===== config.mk =====
export PLATFORM = sky130hd
export DESIGN_NAME = nice_core
export DESIGN_NICKNAME = d
export VERILOG_FILES = /design/src/hdl/nice_pkg.sv /design/src/hdl/nice_req_decode.sv /design/src/hdl/nice_lsu_seq.sv /design/src/hdl/nice_rowbuf.sv /design/src/hdl/nice_rsp_ctrl.sv /design/src/hdl/nice_core.sv
export SDC_FILE = /design/constraint.sdc
export NUM_CORES = 1
export LEC_CHECK = 0
export BUFFER_PORTS_ARGS = -buffer_cell sky130_fd_sc_hd__buf_4
export CAP_MARGIN = 40
export CORE_ASPECT_RATIO = 1.5
export CORE_MARGIN = 1.5
export CORE_UTILIZATION = 57
export CTS_BUF_LIST = sky130_fd_sc_hd__clkbuf_4 sky130_fd_sc_hd__clkbuf_8 sky130_fd_sc_hd__clkbuf_16
export CTS_CLUSTER_SIZE = 16
export DETAILED_ROUTE_END_ITERATION = 10
export PLACE_DENSITY = 0.81
export SLEW_MARGIN = 20
export SYNTH_ARGS = -nofsm -noshare
export SYNTH_HDL_FRONTEND = slang
export SYNTH_SLANG_ARGS = --single-unit

===== constraint.sdc =====
create_clock -name nice_clk -period 5.09 [get_ports nice_clk]
set_clock_uncertainty 0.1 [all_clocks]
set_input_delay 0 -clock nice_clk [delete_from_list [all_inputs] [get_ports nice_clk]]
set_output_delay 0 -clock nice_clk [all_outputs]
set_load 0.05 [all_outputs]

===== src/hdl/nice_pkg.sv =====
package nice_pkg;

   ////////////////////////////////////////////////////////////////////////////
   // data path
   ////////////////////////////////////////////////////////////////////////////

   // data and address width
   localparam int XLEN = 32;

   // one data or address word
   typedef logic [XLEN-1:0] word_t;

   ////////////////////////////////////////////////////////////////////////////
   // row buffer
   ////////////////////////////////////////////////////////////////////////////

   // entries in the row buffer
   localparam int ROWBUF_DP = 4;
   localparam int ROWBUF_IDX_W = 2;

   typedef logic [ROWBUF_IDX_W-1:0] rowbuf_idx_t;

   // words moved by one instruction
   localparam int COL_NUM = 3;

   // byte step between words
   localparam int WORD_BYTES = 4;

   ////////////////////////////////////////////////////////////////////////////
   // instruction encoding
   ////////////////////////////////////////////////////////////////////////////

   // custom-3, R type
   localparam logic [6:0] OPCODE_CUSTOM3 = 7'h7b;

   // func3 per instruction
   localparam logic [2:0] F3_LBUF   = 3'd2;
   localparam logic [2:0] F3_SBUF   = 3'd2;
   localparam logic [2:0] F3_ROWSUM = 3'd6;

   // func7 per instruction
   localparam logic [6:0] F7_LBUF   = 7'd1;
   localparam logic [6:0] F7_SBUF   = 7'd2;
   localparam logic [6:0] F7_ROWSUM = 7'd6;

   // memory command size code for a full word
   localparam logic [1:0] ICB_SIZE_WORD = 2'd2;

   // operation held for the busy period
   typedef enum logic [1:0] {
      op_lbuf,
      op_sbuf,
      op_rowsum
   } nice_op_t;

endpackage


===== src/hdl/nice_req_decode.sv =====
`timescale 1ns/1ps

module nice_req_decode (
   input  logic               nice_clk,
   input  logic               rst,
   // request from the core
   input  logic               req_valid,
   output logic               req_ready,
   input  nice_pkg::word_t    req_inst,
   input  nice_pkg::word_t    req_rs1,
   // response handed back
   input  logic               rsp_done,
   // towards sequencer and response side
   output logic               op_start,
   output nice_pkg::nice_op_t op,
   output nice_pkg::word_t    base_addr,
   output logic               illegal,
   output logic               busy,
   output logic               mem_busy
);
   import nice_pkg::*;

   logic [6:0] opcode;
   logic [2:0] func3;
   logic [6:0] func7;
   logic       is_lbuf;
   logic       is_sbuf;
   logic       is_rowsum;
   logic       is_legal;
   logic       req_hsk;
   logic       busy_r;
   logic       ill_r;
   nice_op_t   op_nxt;

   ////////////////////////////////////////////////////////////////////////////
   // decode
   ////////////////////////////////////////////////////////////////////////////

   // R type fields
   assign opcode = req_inst[6:0];
   assign func3  = req_inst[14:12];
   assign func7  = req_inst[31:25];

   assign is_lbuf   = (opcode == OPCODE_CUSTOM3) & (func3 == F3_LBUF) & (func7 == F7_LBUF);
   assign is_sbuf   = (opcode == OPCODE_CUSTOM3) & (func3 == F3_SBUF) & (func7 == F7_SBUF);
   assign is_rowsum = (opcode == OPCODE_CUSTOM3) & (func3 == F3_ROWSUM)
                      & (func7 == F7_ROWSUM);
   assign is_legal  = is_lbuf | is_sbuf | is_rowsum;

   always_comb begin
      if (is_rowsum) begin
         op_nxt = op_rowsum;
      end else if (is_sbuf) begin
         op_nxt = op_sbuf;
      end else begin
         op_nxt = op_lbuf;
      end
   end

   ////////////////////////////////////////////////////////////////////////////
   // acceptance
   ////////////////////////////////////////////////////////////////////////////

   // idle only, memory port not consulted
   assign req_ready = ~busy_r;
   assign req_hsk   = req_valid & req_ready;

   // pulses in the transfer cycle
   assign op_start = req_hsk & is_legal;
   assign illegal  = req_hsk & ~is_legal;

   // busy from transfer until the response leaves
   always_ff @(posedge nice_clk) begin
      if (rst) begin
         busy_r <= 1'b0;
         ill_r  <= 1'b0;
      end else if (req_hsk) begin
         busy_r <= 1'b1;
         ill_r  <= ~is_legal;
      end else if (rsp_done) begin
         busy_r <= 1'b0;
         ill_r  <= 1'b0;
      end
   end

   // operation kept for the whole instruction
   always_ff @(posedge nice_clk) begin
      if (rst) begin
         op <= op_lbuf;
      end else if (op_start) begin
         op <= op_nxt;
      end
   end

   always_ff @(posedge nice_clk) begin
      if (op_start) begin
         base_addr <= req_rs1;
      end
   end

   assign busy = busy_r;
   // illegal ones never touch memory
   assign mem_busy = busy_r & ~ill_r;

endmodule


===== src/hdl/nice_lsu_seq.sv =====
`timescale 1ns/1ps

module nice_lsu_seq (
   input  logic                  nice_clk,
   input  logic                  rst,
   // from the decoder
   input  logic                  op_start,
   input  nice_pkg::nice_op_t    op,
   input  nice_pkg::word_t       base_addr,
   // memory command
   output logic                  icb_cmd_valid,
   input  logic                  icb_cmd_ready,
   output nice_pkg::word_t       icb_cmd_addr,
   output logic                  icb_cmd_read,
   output nice_pkg::word_t       icb_cmd_wdata,
   output logic [1:0]            icb_cmd_size,
   // memory response
   input  logic                  icb_rsp_valid,
   output logic                  icb_rsp_ready,
   input  nice_pkg::word_t       icb_rsp_rdata,
   input  logic                  icb_rsp_err,
   // row buffer port
   output logic                  buf_wr,
   output logic                  buf_acc,
   output nice_pkg::rowbuf_idx_t buf_idx,
   output nice_pkg::word_t       buf_wdata,
   input  nice_pkg::word_t       buf_rdata,
   // completion
   output logic                  op_done,
   output logic                  op_err
);
   import nice_pkg::*;

   logic        run_r;
   rowbuf_idx_t cmd_cnt_r;
   rowbuf_idx_t rsp_cnt_r;
   word_t       addr_r;
   logic        err_r;
   logic        is_store;
   logic        cmd_left;
   logic        cmd_hsk;
   logic        rsp_hsk;
   logic        rsp_last;

   assign is_store = (op == op_sbuf);

   ////////////////////////////////////////////////////////////////////////////
   // command side
   ////////////////////////////////////////////////////////////////////////////

   // commands issued so far, runs ahead of responses
   assign cmd_left = (cmd_cnt_r != rowbuf_idx_t'(COL_NUM));

   assign icb_cmd_valid = run_r & cmd_left;
   assign cmd_hsk       = icb_cmd_valid & icb_cmd_ready;

   // first word straight from rs1
   assign icb_cmd_addr  = (cmd_cnt_r == '0) ? base_addr : addr_r;
   assign icb_cmd_read  = ~is_store;
   assign icb_cmd_wdata = is_store ? buf_rdata : '0;
   assign icb_cmd_size  = ICB_SIZE_WORD;

   always_ff @(posedge nice_clk) begin
      if (rst) begin
         cmd_cnt_r <= '0;
      end else if (op_done) begin
         cmd_cnt_r <= '0;
      end else if (cmd_hsk) begin
         cmd_cnt_r <= cmd_cnt_r + 1'b1;
      end
   end

   // next word address
   always_ff @(posedge nice_clk) begin
      if (cmd_hsk) begin
         addr_r <= icb_cmd_addr + word_t'(WORD_BYTES);
      end
   end

   ////////////////////////////////////////////////////////////////////////////
   // response side
   ////////////////////////////////////////////////////////////////////////////

   // always sink responses
   assign icb_rsp_ready = 1'b1;
   assign rsp_hsk       = run_r & icb_rsp_valid & icb_rsp_ready;
   assign rsp_last      = (rsp_cnt_r == rowbuf_idx_t'(COL_NUM - 1));

   always_ff @(posedge nice_clk) begin
      if (rst) begin
         rsp_cnt_r <= '0;
      end else if (op_done) begin
         rsp_cnt_r <= '0;
      end else if (rsp_hsk) begin
         rsp_cnt_r <= rsp_cnt_r + 1'b1;
      end
   end

   // sticky bus error over the instruction
   always_ff @(posedge nice_clk) begin
      if (rst) begin
         err_r <= 1'b0;
      end else if (op_done) begin
         err_r <= 1'b0;
      end else if (rsp_hsk & icb_rsp_err) begin
         err_r <= 1'b1;
      end
   end

   // active from op_start to the last response
   always_ff @(posedge nice_clk) begin
      if (rst) begin
         run_r <= 1'b0;
      end else if (op_start) begin
         run_r <= 1'b1;
      end else if (op_done) begin
         run_r <= 1'b0;
      end
   end

   ////////////////////////////////////////////////////////////////////////////
   // row buffer and completion
   ////////////////////////////////////////////////////////////////////////////

   // store reads by command, loads write by response
   assign buf_idx   = is_store ? cmd_cnt_r : rsp_cnt_r;
   assign buf_wdata = icb_rsp_rdata;
   assign buf_wr    = rsp_hsk & (op == op_lbuf);
   assign buf_acc   = rsp_hsk & (op == op_rowsum);

   assign op_done = rsp_hsk & rsp_last;
   // include the error of the last beat
   assign op_err  = err_r | (rsp_hsk & icb_rsp_err);

endmodule


===== src/hdl/nice_rowbuf.sv =====
`timescale 1ns/1ps

module nice_rowbuf (
   input  logic                  nice_clk,
   input  logic                  rst,
   input  logic                  op_start,
   // write and accumulate port
   input  logic                  buf_wr,
   input  logic                  buf_acc,
   input  nice_pkg::rowbuf_idx_t buf_idx,
   input  nice_pkg::word_t       buf_wdata,
   // read side
   output nice_pkg::word_t       buf_rdata,
   output nice_pkg::word_t       row_sum
);
   import nice_pkg::*;

   word_t entry_r [ROWBUF_DP];
   word_t sum_r;
   word_t acc_data;
   word_t wr_data;
   logic  wr_any;

   ////////////////////////////////////////////////////////////////////////////
   // write data select
   ////////////////////////////////////////////////////////////////////////////

   // old entry plus incoming word
   assign acc_data = entry_r[buf_idx] + buf_wdata;

   // lbuf replaces, rowsum adds
   assign wr_data = buf_acc ? acc_data : buf_wdata;
   assign wr_any  = buf_wr | buf_acc;

   ////////////////////////////////////////////////////////////////////////////
   // entries
   ////////////////////////////////////////////////////////////////////////////

   for (genvar i = 0; i < ROWBUF_DP; i++) begin : g_entry
      logic we;

      // one hot write enable
      assign we = wr_any & (buf_idx == rowbuf_idx_t'(i));

      always_ff @(posedge nice_clk) begin
         if (rst) begin
            entry_r[i] <= '0;
         end else if (we) begin
            entry_r[i] <= wr_data;
         end
      end
   end

   ////////////////////////////////////////////////////////////////////////////
   // row sum
   ////////////////////////////////////////////////////////////////////////////

   // restart on every new instruction
   always_ff @(posedge nice_clk) begin
      if (op_start) begin
         sum_r <= '0;
      end else if (buf_acc) begin
         sum_r <= sum_r + buf_wdata;
      end
   end

   // combinational read for the store path
   assign buf_rdata = entry_r[buf_idx];
   assign row_sum   = sum_r;

endmodule


===== src/hdl/nice_rsp_ctrl.sv =====
`timescale 1ns/1ps

module nice_rsp_ctrl (
   input  logic               nice_clk,
   input  logic               rst,
   // completion sources
   input  logic               op_done,
   input  logic               op_err,
   input  logic               illegal,
   input  nice_pkg::nice_op_t op,
   input  nice_pkg::word_t    row_sum,
   // response to the core
   output logic               rsp_valid,
   input  logic               rsp_ready,
   output nice_pkg::word_t    rsp_rdat,
   output logic               rsp_err,
   output logic               rsp_done
);
   import nice_pkg::*;

   logic valid_r;
   logic err_r;
   logic sum_sel_r;
   logic rsp_load;

   // either a finished memory op or a rejected instruction
   assign rsp_load = op_done | illegal;

   assign rsp_done = valid_r & rsp_ready;

   // held until the core takes it
   always_ff @(posedge nice_clk) begin
      if (rst) begin
         valid_r   <= 1'b0;
         err_r     <= 1'b0;
         sum_sel_r <= 1'b0;
      end else if (rsp_load) begin
         valid_r   <= 1'b1;
         err_r     <= op_err | illegal;
         sum_sel_r <= op_done & (op == op_rowsum);
      end else if (rsp_done) begin
         valid_r <= 1'b0;
      end
   end

   assign rsp_valid = valid_r;
   assign rsp_err   = err_r;
   // sum register stays frozen until the next op_start
   assign rsp_rdat  = sum_sel_r ? row_sum : '0;

endmodule


===== src/hdl/nice_core.sv =====
`timescale 1ns/1ps

module nice_core (
   input  logic            nice_clk,
   input  logic            rst,
   output logic            nice_active,
   output logic            nice_mem_holdup,
   // request
   input  logic            nice_req_valid,
   output logic            nice_req_ready,
   input  nice_pkg::word_t nice_req_inst,
   input  nice_pkg::word_t nice_req_rs1,
   input  nice_pkg::word_t nice_req_rs2,
   // response
   output logic            nice_rsp_valid,
   input  logic            nice_rsp_ready,
   output nice_pkg::word_t nice_rsp_rdat,
   output logic            nice_rsp_err,
   // memory command
   output logic            nice_icb_cmd_valid,
   input  logic            nice_icb_cmd_ready,
   output nice_pkg::word_t nice_icb_cmd_addr,
   output logic            nice_icb_cmd_read,
   output nice_pkg::word_t nice_icb_cmd_wdata,
   output logic [1:0]      nice_icb_cmd_size,
   // memory response
   input  logic            nice_icb_rsp_valid,
   output logic            nice_icb_rsp_ready,
   input  nice_pkg::word_t nice_icb_rsp_rdata,
   input  logic            nice_icb_rsp_err
);
   import nice_pkg::*;

   logic        op_start;
   nice_op_t    op;
   word_t       base_addr;
   logic        illegal;
   logic        busy;
   logic        mem_busy;
   logic        rsp_done;
   logic        buf_wr;
   logic        buf_acc;
   rowbuf_idx_t buf_idx;
   word_t       buf_wdata;
   word_t       buf_rdata;
   word_t       row_sum;
   logic        op_done;
   logic        op_err;

   ////////////////////////////////////////////////////////////////////////////
   // input side
   ////////////////////////////////////////////////////////////////////////////

   // rs2 has no use in these instructions
   nice_req_decode u_decode (
      .nice_clk  (nice_clk),
      .rst       (rst),
      .req_valid (nice_req_valid),
      .req_ready (nice_req_ready),
      .req_inst  (nice_req_inst),
      .req_rs1   (nice_req_rs1),
      .rsp_done  (rsp_done),
      .op_start  (op_start),
      .op        (op),
      .base_addr (base_addr),
      .illegal   (illegal),
      .busy      (busy),
      .mem_busy  (mem_busy)
   );

   ////////////////////////////////////////////////////////////////////////////
   // processing
   ////////////////////////////////////////////////////////////////////////////

   nice_rowbuf u_rowbuf (
      .nice_clk  (nice_clk),
      .rst       (rst),
      .op_start  (op_start),
      .buf_wr    (buf_wr),
      .buf_acc   (buf_acc),
      .buf_idx   (buf_idx),
      .buf_wdata (buf_wdata),
      .buf_rdata (buf_rdata),
      .row_sum   (row_sum)
   );

   ////////////////////////////////////////////////////////////////////////////
   // output side
   ////////////////////////////////////////////////////////////////////////////

   nice_lsu_seq u_lsu_seq (
      .nice_clk      (nice_clk),
      .rst           (rst),
      .op_start      (op_start),
      .op            (op),
      .base_addr     (base_addr),
      .icb_cmd_valid (nice_icb_cmd_valid),
      .icb_cmd_ready (nice_icb_cmd_ready),
      .icb_cmd_addr  (nice_icb_cmd_addr),
      .icb_cmd_read  (nice_icb_cmd_read),
      .icb_cmd_wdata (nice_icb_cmd_wdata),
      .icb_cmd_size  (nice_icb_cmd_size),
      .icb_rsp_valid (nice_icb_rsp_valid),
      .icb_rsp_ready (nice_icb_rsp_ready),
      .icb_rsp_rdata (nice_icb_rsp_rdata),
      .icb_rsp_err   (nice_icb_rsp_err),
      .buf_wr        (buf_wr),
      .buf_acc       (buf_acc),
      .buf_idx       (buf_idx),
      .buf_wdata     (buf_wdata),
      .buf_rdata     (buf_rdata),
      .op_done       (op_done),
      .op_err        (op_err)
   );

   nice_rsp_ctrl u_rsp_ctrl (
      .nice_clk  (nice_clk),
      .rst       (rst),
      .op_done   (op_done),
      .op_err    (op_err),
      .illegal   (illegal),
      .op        (op),
      .row_sum   (row_sum),
      .rsp_valid (nice_rsp_valid),
      .rsp_ready (nice_rsp_ready),
      .rsp_rdat  (nice_rsp_rdat),
      .rsp_err   (nice_rsp_err),
      .rsp_done  (rsp_done)
   );

   // clock request to the core
   assign nice_active     = busy | nice_req_valid;
   assign nice_mem_holdup = mem_busy;

endmodule


* Word-level counts from Yosys, hierarchy flattened
Memory sizes are Yosys's and may differ from the RTL's.
Cells that the tools add are included.
** Operators by class
- $add $sub $neg :: 5
- Equal/unequal tests :: 13
- Mux-type cells :: 31
- Bitwise operators :: 37
- Reductions and logical operators :: 7
** Operators by type and width (count)
- $mux W32 :: 8
- $add A32 B32 Y32 :: 2
- $add A32 B3 Y32 const B :: 1
- $and A1 B1 Y1 :: 22
- $mux W1 :: 21
- $or A1 B1 Y1 :: 11
- $eq A2 B2 Y1 const B :: 4
- $eq A7 B1 Y1 const B :: 1
- $eq A7 B2 Y1 const B :: 1
- $eq A7 B3 Y1 const B :: 1
- $eq A7 B7 Y1 const B :: 1
- $logic_not A2 Y1 :: 3
- $reduce_bool A2 Y1 :: 3
- $add A2 B1 Y2 const B :: 2
- $eq A2 B1 Y1 const B :: 2
- $mux W2 :: 2
- $not A1 Y1 :: 4
- $eq A3 B2 Y1 const B :: 1
- $eq A3 B3 Y1 const B :: 1
- $ne A2 B2 Y1 const B :: 1
- $reduce_or A2 Y1 :: 1
** Storage, ports and cells
- Register bits after elaboration :: 109
- RAM bits :: 128
- Memories :: 1
** Memory list
- u_rowbuf.entry_r :: words 4, width 32, rd ports 1, clocked after Yosys merged registers in 0, write ports 4, RTL line nice_rowbuf.sv:18 : word_t entry_r [ROWBUF_DP];

* Longest topological paths before layout
- Depth in word-level cells :: 9
- Gate-level depth with buffers :: 20
- Depth with buffers taken out :: 18

* Modules after synthesis
A second synthesis with hierarchy kept.
** Second synthesis, totals
- Cell total of the unflattened synthesis :: 1375
- Area total of the unflattened synthesis :: 14646.5 um^2
** Modules (own cells, without submodules)
- nice_rowbuf :: times used 1, cells each 951, area each 10078.4 um^2
- nice_lsu_seq :: times used 1, cells each 309, area each 2979.1 um^2
- nice_req_decode :: times used 1, cells each 66, area each 1246.2 um^2
- nice_rsp_ctrl :: times used 1, cells each 48, area each 336.6 um^2
- nice_core :: times used 1, cells each 1, area each 6.3 um^2

* Worst setup path before layout
OpenSTA, ideal clock, no wires.
- Path kind :: register to register
- Start :: register u_decode.op[0]
- End :: memory u_rowbuf.entry_r[1][28] (netlist name) (data pin)
- Library setup time :: 265 ps
- Arrival :: 4025 ps
- Required time :: 4725 ps
- Path slack :: 700 ps
- Cell stages (with the launch flop) :: 20
- Path buffers :: 3
- Clock period less this slack :: 4390 ps
- Cells stage by stage :: dfxtp_1 nor2b_1 clkbuf_1 inv_2 and3_1 a31oi_1 clkbuf_1 o22ai_1 nor2_1 ha_1 buf_6 a21o_1 a21o_1 a221o_1 nor2b_4 or4_1 a31oi_1 xnor2_1 mux2i_2 nor2_1
** RTL lines
- start: declaration :: RTL line nice_req_decode.sv:15 : output nice_pkg::nice_op_t op,
- start signal: assignment :: RTL line nice_req_decode.sv:89 : op <= op_lbuf;
- start signal: assignment :: RTL line nice_req_decode.sv:91 : op <= op_nxt;
- end: declaration :: RTL line nice_rowbuf.sv:18

==> run metrics <==
outcome completed; wirelength, routed 38.5 mm; number of enable flip-flop cells after synthesis 192; slowest cell delay on critical path 0.44 ns; P_leak 7.16 nW; max-slew violation count 0; Sw Ratio 22.9%; Critical Path RT 5.25 ns; met2 WL 19.8 mm; placed cell areas 15500 µm²; Worst setup EP type flop; # rows 69; CTS tree done; peak supply drop 0.222 mV; Crit Path Class reg2reg; sequential cell area fraction in the yosys report 48.8%; max cap viols 0; vias in the first global route 11800; #FFs+latches synth 237; Tcrit/Tclk final 94.4%; Synth Area in Simple Gates 17.6%; CTS root buf clkbuf_16; RSZ-0062 raised after global routing false; final setup vio count 0; layout cell share with drive strength beyond 1 18.2%; part of the power in the clock network 41.4%; Vias/cell 6.01; Layout Nets 1852; Pre-Repair DR Iteration Count 5; CTS buffer count 24; Comb power frac 10.1%; sequential power share 48.5%; Psw 0.00101 W; Worst R2R Setup Slack 0.29 ns; synthesized area per cell 9.82 µm²; mux contribution to synthesized area 2.79%; measured slew at the worst slew-check pin 0.870 ns; DR vias 11900; core box area 23700 µm²; Reg clk slew, reported paths 0.07 ns; number of buffers added on ports 190; htree depth 1; first-pass GRT wire length 59.2 mm; relative slew slack 42.0%; Detailed Route Iter0 Violations 917; final instance area 17100 µm²; GRT Overall Usage 30.5%; clk_lat worst skew 0.54 ns; Met3 Wirelength 2.94 mm; Netlist cell types 73; # DRC 0; initial antenna violation count 0; min cycle time layout 4.80 ns; wl on met1 14.1 mm; Max Freq 0.208 GHz; Post-Synth XOR/XNOR Area 4.94%; post-synth top area cell edfxtp_1; max layer used met4; largest net degree at the start of global routing 43; CP max-delay cell o311ai_4; antenna viol nets, final 0; Startpoint Class flop; Final TNS setup 0 ns; die area 24900 µm²; top post-synthesis cells by area edfxtp_1 42%, dfxtp_1 6.6%, nor2_1 6.5%, ha_1 6.2%, a21oi_1 3.8%; Post-Synthesis Cells 1391; Final Hold Vio Count 0; area share of the largest cell type after synthesis 42.2%; Async SR Flop Fraction 0%; Internal 0.00339 W; complex-gate fraction of the synthesized area 16.0%; Area Growth Syn to Fin 25.4%; DR WL/cell 19.4 µm; Initial Utilization 57.7%; fillcell total 1681; Most used DFF post-synth edfxtp_1; Die X-Extent 129 µm; GRT overflow 0; Syn Std Cell Area 13700 µm²; HP Class in2reg; # IOs 241; synthesized-area fraction occupied by adder cells 6.52%; height of the die 193 µm; diode count 0; gpl congestion 0.901; maximum fanout along the worst path 10; CTS sink cnt 237; worst path cell trace nor2b_1 -> inv_2 -> and3_1 -> a31oi_4 -> buf_4 -> o22ai_1 -> nor2_1 -> ha_1 -> o21a_1 -> o31a_1 -> o311ai_4 -> a21oi_1 -> a21oi_1 -> o311ai_0 -> buf_4 -> xor2_1 -> mux2i_1 -> nor2_1; main combinational cell family by area after synthesis simple AND/OR/NAND/NOR gates; CP arrival 4.97 ns; clock tree buffer depth 3; delay-heaviest family, CP compound AO/OA/AOI/OAI gates; Pwr Density 257 nW/µm²; CP Buf/Inv Count 3; final HPWL from detailed placement 25.7 mm; Synth Warn # 0
## path summary, 6_finish.rpt
check	cells past startpoint	from	endpoint
worst max-delay path	18	u_decode.op[0]	u_rowbuf.entry_r[1][26]
worst min-delay path	2	nice_req_rs1[26]	u_decode.base_addr[26]
worst max register to register	18	u_decode.op[0]	u_rowbuf.entry_r[1][26]
worst min register to register	2	u_rowbuf.row_sum[0]	u_rowbuf.row_sum[0]
## power by group through the flow
stage / clock network [W] / registers [W] / logic [W]
after floorplan: 0 / 0.00218 / 0.000247
after global placement: 0 / 0.00217 / 0.000377
after detailed placement: 0 / 0.00217 / 0.000386
after CTS: 0.00183 / 0.00213 / 0.000437
after global routing: 0.00190 / 0.00213 / 0.000483
final: 0.00182 / 0.00213 / 0.000445
## layout make-up
type                       count  area [µm²]  area share, %
sequential                   237        6670           38.9
multi-input combinational   1047        6650           38.8
timing repair buffer         300        2470           14.4
clock buffer                  28         648           3.78
tap                          319         399           2.33
clock inverter                14         156          0.913
inverter                      37         139          0.811
## metal layers
layer	GRT usage (%)	up-vias
met2	55.1	536
met3	4.80	124
met1	34.6	5679
met5	0	-
met4	15.0	0
li1	-	5574
## through the flow
step	power [W]	worst slack, ns	std cells	hold slack [ns]	utilization [%]
6_report	0.00440	0.286	1982	0.0941	72.4
5_1_grt	0.00452	0.0255	1982	0.0856	72.4
4_1_cts	0.00439	0.0774	1980	0.0755	72.1
3_5_place_dp	0.00256	0.171	1861	0.0793	65.5
3_3_place_gp	0.00255	0.226	1859	0.0785	65.3
2_1_floorplan	0.00242	0.700	1392	-0.0279	-
## synth_stat cells, drive strengths merged, types with 9 or more instances
| library cell | count |
|---|---|
| a211oi | 11 |
| nor3 | 41 |
| xnor2 | 45 |
| clkbuf | 55 |
| dfxtp | 45 |
| mux2i | 23 |
| ha | 68 |
| a21o | 45 |
| inv | 36 |
| o22ai | 62 |
| nor2 | 236 |
| edfxtp | 192 |
| nand2b | 12 |
| and2 | 42 |
| a21oi | 103 |
| buf | 16 |
| nor2b | 24 |
| a31oi | 17 |
| xor2 | 32 |
| o21bai | 9 |
| o21ai | 36 |
| nand4 | 13 |
| nand3 | 34 |
| nand2 | 81 |
| o21a | 10 |
| mux2 | 13 |
## state kept, by name, indices dropped and copies added, names as in the netlist
signal,cells
u_decode.base_addr,32
u_decode.busy,1
u_decode.ill_r,1
u_decode.op,2
u_lsu_seq.addr_r,32
u_lsu_seq.cmd_cnt_r,2
u_lsu_seq.err_r,1
u_lsu_seq.rsp_cnt_r,2
u_lsu_seq.run_r,1
u_rowbuf.entry_r,128
u_rowbuf.row_sum,32
u_rsp_ctrl.rsp_err,1
u_rsp_ctrl.rsp_valid,1
u_rsp_ctrl.sum_sel_r,1
## kinds of logic (layout without fill, tap and decap cells)
logic type	Yosys count	count (layout)
DFF	237	237
other	2	3
buffers and inverters	108	379
and+or+nand+nor	519	519
xor gates and xnor gates	77	77
adders and majority gates	70	70
muxes	36	36
AOI/OAI and AO/OA	342	342
## layout by cell type (no fill, tap or decap), types with 5 or more instances in the layout
master	n
o21bai_1	5
nand2_1	80
a31oi_1	13
clkbuf_16	25
clkinv_1	6
nand4_1	13
nor3_1	41
a211oi_1	9
o211ai_1	7
mux2i_1	22
a21o_1	45
nand3_1	34
edfxtp_1	192
o22ai_1	62
inv_1	34
a32oi_1	5
xor2_1	32
o21ai_0	33
or2_2	6
ha_1	67
xnor2_1	45
o31ai_1	6
dfxtp_1	45
and3_1	8
a21oi_1	103
dlygate4sd3_1	77
nand2b_1	8
nor2b_1	23
o21a_1	10
mux2_2	13
and2_1	41
buf_4	220
nor2_1	236
## what timing repair did
item	CTS	global route
endpoints found under the setup margin	0	9
buffers inserted	0	1
resized for setup	0	6
hold buffers	77	0
hold endpoints to repair	207	0
(Power assumes the default switching activity.)
